===== config.mk =====
export PLATFORM = sky130hd
export DESIGN_NAME = avr_core
export DESIGN_NICKNAME = d
export VERILOG_FILES = /design/src/logic/avr_pkg.sv /design/src/logic/avr_gpr.sv /design/src/logic/avr_alu.sv /design/src/logic/avr_io_regs.sv /design/src/logic/avr_sequencer.sv /design/src/logic/avr_core.sv
export SDC_FILE = /design/constraint.sdc
export NUM_CORES = 1
export LEC_CHECK = 0
export ABC_AREA = 1
export ABC_CLOCK_PERIOD_IN_PS = 11600
export BUFFER_PORTS_ARGS = -buffer_cell sky130_fd_sc_hd__buf_4
export CAP_MARGIN = 20
export CORE_ASPECT_RATIO = 1.75
export CORE_MARGIN = 5
export CORE_UTILIZATION = 50
export DETAILED_ROUTE_END_ITERATION = 12
export GPL_ROUTABILITY_DRIVEN = 0
export MAX_ROUTING_LAYER = met4
export PLACE_DENSITY_LB_ADDON = 0.15
export SKIP_LAST_GASP = 1
export SYNTH_ARGS = -nofsm -noshare
export SYNTH_HDL_FRONTEND = slang
export SYNTH_SLANG_ARGS = --single-unit

===== constraint.sdc =====
create_clock -name clk -period 11.6 [get_ports clk]
set_input_delay 2.9 -clock clk [delete_from_list [all_inputs] [get_ports clk]]
set_output_delay 2.9 -clock clk [all_outputs]
set_load 0.01 [all_outputs]

===== src/logic/avr_pkg.sv =====
// avr core shared definitions
// widths, bus structs, sequencer enums and opcode classes

package avr_pkg;

  ////////////////////////////////////////
  // widths
  ////////////////////////////////////////

  localparam int PC_AW     = 11;
  localparam int GPR_COUNT = 32;

  typedef logic [7:0]       byte_t;
  typedef logic [15:0]      instr_t;
  typedef logic [PC_AW-1:0] pc_t;
  typedef logic [4:0]       reg_idx_t;
  typedef logic [5:0]       io_addr_t;

  // status register sits in the top I/O slot
  localparam io_addr_t IO_ADDR_SREG = 6'h3F;

  // opcode classes, upper bits of the instruction word
  localparam logic [3:0] OPC_RJMP = 4'b1100;
  localparam logic [4:0] OPC_BRBX = 5'b11110;
  localparam logic [4:0] OPC_IN   = 5'b10110;
  localparam logic [4:0] OPC_OUT  = 5'b10111;
  localparam logic [3:0] OPC_CPI  = 4'b0011;

  ////////////////////////////////////////
  // bundles
  ////////////////////////////////////////

  typedef struct packed {
    logic i;
    logic t;
    logic h;
    logic s;
    logic v;
    logic n;
    logic z;
    logic c;
  } sreg_t;

  // peripheral bus request
  typedef struct packed {
    logic     re;
    logic     we;
    io_addr_t a;
    byte_t    wdata;
  } io_req_t;

  // register file write
  typedef struct packed {
    logic     en;
    reg_idx_t dest;
    byte_t    data;
  } reg_wb_t;

  typedef struct packed {
    logic  en;
    sreg_t value;
  } flag_upd_t;

  ////////////////////////////////////////
  // control encodings
  ////////////////////////////////////////

  typedef enum logic [1:0] {
    SEQ_NORMAL,
    SEQ_STALL,
    SEQ_WRITEBACK
  } seq_state_t;

  typedef enum logic [1:0] {
    PC_HOLD,
    PC_INC,
    PC_REL12,
    PC_REL7
  } pc_sel_t;

  typedef enum logic {
    IO_SEL_EXT,
    IO_SEL_SREG
  } io_sel_t;

endpackage : avr_pkg


===== src/logic/avr_gpr.sv =====
// general purpose register file
// 32 x 8, two asynchronous read ports, one synchronous write port

`timescale 1ns/1ps

module avr_gpr (
  input  logic              clk,
  input  logic              rst,
  input  avr_pkg::reg_idx_t rd_idx,
  input  avr_pkg::reg_idx_t rr_idx,
  output avr_pkg::byte_t    rd_data,
  output avr_pkg::byte_t    rr_data,
  input  avr_pkg::reg_wb_t  wb
);
  import avr_pkg::*;

  byte_t [GPR_COUNT-1:0] regs;

  // write lands at the edge that ends the instruction
  always_ff @(posedge clk or posedge rst) begin
    if (rst) begin
      regs <= '0;
    end else if (wb.en) begin
      regs[wb.dest] <= wb.data;
    end
  end

  // read ports
  assign rd_data = regs[rd_idx];
  assign rr_data = regs[rr_idx];

endmodule : avr_gpr


===== src/logic/avr_alu.sv =====
// data path ALU
// decodes data operations, computes result, flags and register write

`timescale 1ns/1ps

module avr_alu (
  input  avr_pkg::instr_t    instr,
  input  logic               alu_en,
  input  avr_pkg::byte_t     rd_data,
  input  avr_pkg::byte_t     rr_data,
  input  avr_pkg::byte_t     in_data,
  input  avr_pkg::sreg_t     sreg,
  output avr_pkg::reg_idx_t  rd_idx,
  output avr_pkg::reg_idx_t  rr_idx,
  output avr_pkg::reg_wb_t   reg_wb,
  output avr_pkg::flag_upd_t flag_upd
);
  import avr_pkg::*;

  logic       imm_form;
  byte_t      k_imm;
  byte_t      opb;
  byte_t      res;
  logic [8:0] sum;
  logic       ovf;
  logic       keep_z;
  logic       svnz_en;
  logic       flag_en;
  logic       wr_en;
  sreg_t      nf;

  ////////////////////////////////////////
  // operand fields
  ////////////////////////////////////////

  // immediate forms only reach r16..r31
  assign imm_form = instr[14] | (instr[15:12] == OPC_CPI);
  assign rd_idx   = imm_form ? {1'b1, instr[7:4]} : instr[8:4];
  assign rr_idx   = {instr[9], instr[3:0]};
  assign k_imm    = {instr[11:8], instr[3:0]};
  assign opb      = imm_form ? k_imm : rr_data;

  ////////////////////////////////////////
  // result and flags
  ////////////////////////////////////////

  always_comb begin
    res     = rd_data;
    sum     = '0;
    ovf     = 1'b0;
    keep_z  = 1'b0;
    svnz_en = 1'b0;
    flag_en = 1'b0;
    wr_en   = 1'b0;
    nf      = sreg;
    if (alu_en) begin
      casez (instr)
        // ADD, ADC
        16'b000?_11??_????_????: begin
          sum     = {1'b0, rd_data} + {1'b0, opb} + {8'd0, instr[12] & sreg.c};
          res     = sum[7:0];
          nf.c    = sum[8];
          nf.h    = (rd_data[3] & opb[3]) | (opb[3] & ~res[3]) | (~res[3] & rd_data[3]);
          ovf     = (rd_data[7] & opb[7] & ~res[7]) | (~rd_data[7] & ~opb[7] & res[7]);
          svnz_en = 1'b1;
          wr_en   = 1'b1;
        end
        // SUB, SBC, CP, CPC and SUBI, SBCI, CPI
        16'b000?_10??_????_????,
        16'b000?_01??_????_????,
        16'b010?_????_????_????,
        16'b0011_????_????_????: begin
          sum     = {1'b0, rd_data} - {1'b0, opb} - {8'd0, ~instr[12] & sreg.c};
          res     = sum[7:0];
          nf.c    = sum[8];
          nf.h    = (~rd_data[3] & opb[3]) | (opb[3] & res[3]) | (res[3] & ~rd_data[3]);
          ovf     = (rd_data[7] & ~opb[7] & ~res[7]) | (~rd_data[7] & opb[7] & res[7]);
          // carry forms chain Z across bytes
          keep_z  = ~instr[12];
          svnz_en = 1'b1;
          // compares leave the destination alone
          wr_en   = imm_form ? instr[14] : instr[11];
        end
        // AND, ANDI
        16'b0010_00??_????_????,
        16'b0111_????_????_????: begin
          res     = rd_data & opb;
          svnz_en = 1'b1;
          wr_en   = 1'b1;
        end
        // OR, ORI
        16'b0010_10??_????_????,
        16'b0110_????_????_????: begin
          res     = rd_data | opb;
          svnz_en = 1'b1;
          wr_en   = 1'b1;
        end
        16'b0010_01??_????_????: begin
          res     = rd_data ^ rr_data;
          svnz_en = 1'b1;
          wr_en   = 1'b1;
        end
        16'b0010_11??_????_????: begin
          res   = rr_data;
          wr_en = 1'b1;
        end
        16'b1110_????_????_????: begin
          res   = k_imm;
          wr_en = 1'b1;
        end
        // BSET/BCLR, bit 7 picks clear
        16'b1001_0100_????_1000: begin
          nf[instr[6:4]] = ~instr[7];
          flag_en        = 1'b1;
        end
        16'b1001_010?_????_0000: begin
          res     = ~rd_data;
          nf.c    = 1'b1;
          svnz_en = 1'b1;
          wr_en   = 1'b1;
        end
        16'b1001_010?_????_0001: begin
          sum     = 9'd0 - {1'b0, rd_data};
          res     = sum[7:0];
          nf.c    = sum[8];
          nf.h    = res[3] | rd_data[3];
          ovf     = (res == 8'h80);
          svnz_en = 1'b1;
          wr_en   = 1'b1;
        end
        16'b1001_010?_????_0011: begin
          res     = rd_data + 8'd1;
          ovf     = (res == 8'h80);
          svnz_en = 1'b1;
          wr_en   = 1'b1;
        end
        16'b1001_010?_????_1010: begin
          res     = rd_data - 8'd1;
          ovf     = (res == 8'h7f);
          svnz_en = 1'b1;
          wr_en   = 1'b1;
        end
        // LSR, ROR
        16'b1001_010?_????_011?: begin
          res     = {instr[0] & sreg.c, rd_data[7:1]};
          nf.c    = rd_data[0];
          ovf     = res[7] ^ rd_data[0];
          svnz_en = 1'b1;
          wr_en   = 1'b1;
        end
        16'b1001_010?_????_0101: begin
          res     = {rd_data[7], rd_data[7:1]};
          nf.c    = rd_data[0];
          ovf     = res[7] ^ rd_data[0];
          svnz_en = 1'b1;
          wr_en   = 1'b1;
        end
        16'b1001_010?_????_0010: begin
          res   = {rd_data[3:0], rd_data[7:4]};
          wr_en = 1'b1;
        end
        // IN, only reached in writeback
        {OPC_IN, 11'b???_????_????}: begin
          res   = in_data;
          wr_en = 1'b1;
        end
        default: begin
          wr_en = 1'b0;
        end
      endcase
    end
    if (svnz_en) begin
      nf.n = res[7];
      nf.v = ovf;
      nf.s = res[7] ^ ovf;
      nf.z = (res == 8'h00) & (~keep_z | sreg.z);
    end
  end

  assign reg_wb.en      = wr_en;
  assign reg_wb.dest    = rd_idx;
  assign reg_wb.data    = res;
  assign flag_upd.en    = svnz_en | flag_en;
  assign flag_upd.value = nf;

endmodule : avr_alu


===== src/logic/avr_io_regs.sv =====
// I/O register block
// status register and the registered source select for IN

`timescale 1ns/1ps

module avr_io_regs (
  input  logic               clk,
  input  logic               rst,
  input  avr_pkg::flag_upd_t flag_upd,
  input  avr_pkg::io_req_t   io,
  input  avr_pkg::byte_t     io_rdata,
  output avr_pkg::sreg_t     sreg,
  output avr_pkg::byte_t     in_data
);
  import avr_pkg::*;

  io_sel_t io_sel;
  logic    sreg_hit;

  assign sreg_hit = (io.a == IO_ADDR_SREG);

  ////////////////////////////////////////
  // status register
  ////////////////////////////////////////

  // OUT wins over an ALU flag update in the same cycle
  always_ff @(posedge clk or posedge rst) begin
    if (rst) begin
      sreg <= '0;
    end else if (io.we && sreg_hit) begin
      sreg <= io.wdata;
    end else if (flag_upd.en) begin
      sreg <= flag_upd.value;
    end
  end

  ////////////////////////////////////////
  // IN source
  ////////////////////////////////////////

  // sampled during the read strobe, used one cycle later
  always_ff @(posedge clk or posedge rst) begin
    if (rst) begin
      io_sel <= IO_SEL_EXT;
    end else begin
      io_sel <= sreg_hit ? IO_SEL_SREG : IO_SEL_EXT;
    end
  end

  always_comb begin
    case (io_sel)
      IO_SEL_SREG: in_data = sreg;
      default:     in_data = io_rdata;
    endcase
  end

endmodule : avr_io_regs


===== src/logic/avr_sequencer.sv =====
// instruction sequencer
// program counter, fetch control, jumps, branches and I/O strobes

`timescale 1ns/1ps

module avr_sequencer (
  input  logic             clk,
  input  logic             rst,
  input  avr_pkg::instr_t  instr,
  input  avr_pkg::sreg_t   sreg,
  input  avr_pkg::byte_t   rd_data,
  output logic             pmem_ce,
  output avr_pkg::pc_t     pmem_a,
  output logic             alu_en,
  output avr_pkg::io_req_t io
);
  import avr_pkg::*;

  pc_t         pc;
  pc_t         pc_inc;
  pc_sel_t     pc_sel;
  seq_state_t  state;
  seq_state_t  state_nxt;
  logic        br_taken;
  logic [15:0] rel12_ext;
  logic [15:0] rel7_ext;

  // pc holds the address of the word being executed
  assign pc_inc = pc + pc_t'(1);
  assign pmem_a = pc_inc;

  // a fetch is issued whenever the pc moves on by one
  assign pmem_ce = (pc_sel == PC_INC);

  // sign extended jump offsets
  assign rel12_ext = {{4{instr[11]}}, instr[11:0]};
  assign rel7_ext  = {{9{instr[9]}}, instr[9:3]};

  // bit 10 selects BRBC
  assign br_taken = sreg[instr[2:0]] ^ instr[10];

  ////////////////////////////////////////
  // program counter
  ////////////////////////////////////////

  always_ff @(posedge clk or posedge rst) begin
    if (rst) begin
      pc <= '1;
    end else begin
      case (pc_sel)
        PC_INC:   pc <= pc_inc;
        PC_REL12: pc <= pc + pc_t'(rel12_ext);
        PC_REL7:  pc <= pc + pc_t'(rel7_ext);
        default:  pc <= pc;
      endcase
    end
  end

  ////////////////////////////////////////
  // state machine
  ////////////////////////////////////////

  // the first cycle out of reset behaves as a stall and fetches word 0
  always_ff @(posedge clk or posedge rst) begin
    if (rst) begin
      state <= SEQ_STALL;
    end else begin
      state <= state_nxt;
    end
  end

  always_comb begin
    state_nxt = state;
    pc_sel    = PC_HOLD;
    alu_en    = 1'b0;
    io        = '0;
    io.a      = {instr[10:9], instr[3:0]};
    io.wdata  = rd_data;
    case (state)
      SEQ_NORMAL: begin
        casez (instr)
          {OPC_RJMP, 12'b????_????_????}: begin
            pc_sel    = PC_REL12;
            state_nxt = SEQ_STALL;
          end
          {OPC_BRBX, 11'b???_????_????}: begin
            if (br_taken) begin
              pc_sel    = PC_REL7;
              state_nxt = SEQ_STALL;
            end else begin
              pc_sel = PC_INC;
            end
          end
          {OPC_IN, 11'b???_????_????}: begin
            // word stays on pmem_d until writeback
            io.re     = 1'b1;
            state_nxt = SEQ_WRITEBACK;
          end
          {OPC_OUT, 11'b???_????_????}: begin
            io.we  = 1'b1;
            pc_sel = PC_INC;
          end
          default: begin
            alu_en = 1'b1;
            pc_sel = PC_INC;
          end
        endcase
      end
      SEQ_STALL: begin
        pc_sel    = PC_INC;
        state_nxt = SEQ_NORMAL;
      end
      SEQ_WRITEBACK: begin
        // IN result lands in the register file here
        alu_en    = 1'b1;
        pc_sel    = PC_INC;
        state_nxt = SEQ_NORMAL;
      end
      default: begin
        state_nxt = SEQ_NORMAL;
      end
    endcase
  end

  ////////////////////////////////////////
  // checks
  ////////////////////////////////////////

  io_strobe_excl: assert property (
    @(posedge clk) disable iff (rst) !(io.re && io.we)
  ) else $error("io read and write strobes overlap");

  wb_single_cycle: assert property (
    @(posedge clk) disable iff (rst)
      (state == SEQ_WRITEBACK) |=> (state != SEQ_WRITEBACK)
  ) else $error("writeback state held for two cycles");

endmodule : avr_sequencer


===== src/logic/avr_core.sv =====
// avr core top level
// connects sequencer, register file, data path ALU and I/O registers

`timescale 1ns/1ps

module avr_core (
  input  logic             clk,
  input  logic             rst,
  // program memory
  output logic             pmem_ce,
  output avr_pkg::pc_t     pmem_a,
  input  avr_pkg::instr_t  pmem_d,
  // peripheral bus
  output avr_pkg::io_req_t io,
  input  avr_pkg::byte_t   io_rdata
);
  import avr_pkg::*;

  logic      alu_en;
  reg_idx_t  rd_idx;
  reg_idx_t  rr_idx;
  byte_t     rd_data;
  byte_t     rr_data;
  byte_t     in_data;
  sreg_t     sreg;
  reg_wb_t   reg_wb;
  flag_upd_t flag_upd;

  ////////////////////////////////////////
  // control
  ////////////////////////////////////////

  avr_sequencer seq_i (
    .clk     (clk),
    .rst     (rst),
    .instr   (pmem_d),
    .sreg    (sreg),
    .rd_data (rd_data),
    .pmem_ce (pmem_ce),
    .pmem_a  (pmem_a),
    .alu_en  (alu_en),
    .io      (io)
  );

  ////////////////////////////////////////
  // data path
  ////////////////////////////////////////

  avr_gpr gpr_i (
    .clk     (clk),
    .rst     (rst),
    .rd_idx  (rd_idx),
    .rr_idx  (rr_idx),
    .rd_data (rd_data),
    .rr_data (rr_data),
    .wb      (reg_wb)
  );

  avr_alu alu_i (
    .instr    (pmem_d),
    .alu_en   (alu_en),
    .rd_data  (rd_data),
    .rr_data  (rr_data),
    .in_data  (in_data),
    .sreg     (sreg),
    .rd_idx   (rd_idx),
    .rr_idx   (rr_idx),
    .reg_wb   (reg_wb),
    .flag_upd (flag_upd)
  );

  // status register and IN source select
  avr_io_regs io_regs_i (
    .clk      (clk),
    .rst      (rst),
    .flag_upd (flag_upd),
    .io       (io),
    .io_rdata (io_rdata),
    .sreg     (sreg),
    .in_data  (in_data)
  );

endmodule : avr_core


==> metrics <==
status=finished, final reports clean; synth unique cells=55; Routed Antenna Nets=0; hold depth=2; worst hold path type=reg -> reg; RSZ-0062 raised after global routing=no; Max transition margin=0.222; clock skew=0.0328 ns; Setup crit end kind=output pin; critical path class=in -> out; Fmax achieved=107 MHz; H-Tree Depth=1; power density over cell area=177 mW/mm^2; Initial Utilization=0.505; non-filler cells, final=about 3300; Yosys top cell by area=dfrtp_1; CTS-repair resized insts=0; syn_area_per_cell=6.80 sq um; CP delay by family, top=buffers and inverters; Leak=~9.7 nW; WP depth=9; clk buf depth=3; first-pass GRT wire length=120000 microns; top post-synthesis cells by area=dfrtp_1 (35%), nand2_1 (20%), o21ai_0 (8.4%), nand3_1 (4.0%), inv_1 (3.8%); initial antenna violation count=10; crit start category=input pin; Seq/Total Area, Yosys=0.367; Avg WL per Cell=24.4 microns; total congestion overflow=0; gr usage total=0.390; # DRC=0; setup violators final=0; fill count=3788; Tmin final=9.37 ns; Die X=roughly 160 microns; die area=0.0422 sq mm; largest net degree at the start of global routing=175; Port Buffer Count=53; CTS clk-pin slew, worst paths=0.07 ns; asr flop ratio synth=1.00; worst hold slack=0.490 ns; Worst EP arrival=6.47 ns; CP bufs+invs=5; clk_lat worst skew=0.59 ns; IO Pins=54; most frequent CP cell=buf_4; Fin. Hold Viols=0; TritonCTS buffer count=28; Area Overhead vs Synth=7.35%; Final period util=0.807; post-synth top area share=0.350; Slew @ Worst Pin=1.17 ns; Via Count=between 20000 and 25000; post-CTS setup buffers=0; DRT Wirelength=79600 microns; Placed Area=between 0.015 and 0.02 sq mm; CTS Hold Bufs=0; # rows=94; WP data required=8.70 ns; Mapped Nets=2877; die height=268 microns; # clock sinks=278; FF/Latch Area=0.00697 sq mm; post-route cell area=0.0204 sq mm; Cells after Synth=2796; share of layout cells above drive strength 1=0.0775; area of the multi-input gates=0.0105 sq mm; number of DRC markers in iteration 0=2905; placed cells=3201; synthesis warning total=0; Design Power=~0.0036 W; setup TNS=0 ns; final net count=roughly 2800; CP max FO=37; worst r2r path cells=28; Crit-path slowest cell=inv_1; worst vdd ir=0.000115 V; number of global-route vias before repair=19100; CTS tree=done; Top FF cell, synth=dfrtp_1; post-DP HPWL=~54000 microns; Vias/cell=approximately 6.2; crit-path cells=buf_4 > inv_1 > buf_4 > nand3_1 > nand3_1 > nand2_1 > nor2_2 > inv_1 > buf_4; CORE AREA=0.0376 sq mm; Syn Std Cell Area=around 0.019 sq mm; Worst path max stage delay=0.94 ns; EDFF count, synth=0; fin. max-slew vios=0; MaxCap Viol Count=0; root buf cell=clkbuf_16; register bit total from synthesis=approximately 280; Pre-Repair DR Iteration Count=8
kinds of logic (layout without fill, tap and decap cells):
family | after synthesis | count (layout) | share of synthesized area
xor+xnor | 14 | 14 | 0.00645
compound gates | 589 | 589 | 0.175
buf+inv | 368 | 347 | 0.0846
simple gates | 1492 | 1492 | 0.329
flops | 278 | 278 | 0.367
fa+ha+maj | 55 | 55 | 0.0385
other cells | 0 | 12 | 0
through the flow:
| step | utilization | worst slack [ns] |
|---|---|---|
| final | 0.543 | 2.23 |
| after global routing | 0.543 | 2.29 |
| after CTS | 0.541 | 2.56 |
| after detailed placement | 0.516 | 2.46 |
| after global placement | 0.516 | 2.53 |
| after floorplan | - | 1.05 |
per-layer routing:
layer / GRT usage / vias up / wire length [microns]
li1: - / 9119 / -
met1: 0.413 / 9458 / 26400
met2: 0.592 / 1324 / 36200
met3: 0.127 / 500 / 8450
met4: 0.314 / 0 / 8500
met5: - / - / 0
power breakdown:
| group | total [W] | switching, W | internal, W |
|---|---|---|---|
| logic | 0.00135 | 0.000925 | 0.000422 |
| clock network | 0.000949 | 0.000423 | 0.000526 |
| registers | 0.00133 | 0.000162 | 0.00117 |
| total | 0.00362 | 0.00151 | 0.00211 |
cells in the final DEF (no fill, tap or decap), drive strengths merged, types with 4 or more instances in the layout:
| cell | instances |
|---|---|
| dfrtp | 266 |
| dfstp | 12 |
| a22o | 4 |
| nor3 | 15 |
| buf | 76 |
| nand4 | 57 |
| clkinvlp | 4 |
| xor2 | 13 |
| ha | 49 |
| clkbuf | 40 |
| o2111ai | 4 |
| or2 | 5 |
| nor4 | 4 |
| o22ai | 19 |
| nor2 | 197 |
| o21bai | 4 |
| nand2 | 1051 |
| a22oi | 87 |
| clkinv | 11 |
| diode | 12 |
| fa | 6 |
| a21oi | 70 |
| nand3 | 155 |
| o211ai | 12 |
| a211oi | 6 |
| nand3b | 5 |
| o21ai | 370 |
| inv | 214 |
area by class of cell:
type	count	share of cell area
diodes	12	0.00147
repair buffers	77	0.0289
multi-input cells	2150	0.512
inverters	218	0.0406
flip-flops and latches	278	0.341
clock buffers	39	0.0388
clock inverters	13	0.00717
well taps	480	0.0294
path summary, 6_finish.rpt:
path / start / endpoint / slack [ns]
worst min register to register: gpr_i.regs[5] / gpr_i.regs[5] / 0.49
max in group asynchronous: rst / gpr_i.regs[29] / 7.62
min in group asynchronous: rst / gpr_i.regs[193] / 2.44
worst max register to register: gpr_i.regs[10] / io_regs_i.sreg[1] / 6.29
worst min-delay path: gpr_i.regs[5] / gpr_i.regs[5] / 0.49
worst max-delay path: pmem_d[6] / io[2] / 2.23
worst register-to-register path, delay by kind of cell, from the launching register on:
family	cells	cell delay (ns)
fa+ha+maj	2	0.88
buf+inv	3	0.94
compound gates	4	0.57
simple gates	19	2.46
flops	1	0.39
registers in the layout (all words and copies together) (netlist names):
name              flops
io_regs_i.io_sel      1
seq_i.state           2
gpr_i.regs          256
io_regs_i.sreg        8
seq_i.pc             11
Yosys cell counts, types with 5 or more instances:
library cell / n
nand2_1: 1034
o21ai_0: 318
dfrtp_1: 266
inv_1: 195
nor2_1: 168
nand3_1: 152
a22oi_1: 87
a21oi_1: 69
buf_2: 57
clkbuf_1: 57
nand4_1: 57
ha_1: 49
o21ai_1: 49
buf_4: 21
nor2_2: 19
o22ai_1: 19
inv_2: 17
nor3_1: 13
xor2_1: 13
dfstp_2: 12
nand2_2: 12
o211ai_1: 12
buf_6: 10
nor2_4: 8
a211oi_1: 6
fa_1: 6
buf_1: 5
clkinv_1: 5
nand2_4: 5
nand3b_1: 5
No activity file was read; power rests on OpenSTA's default activity.
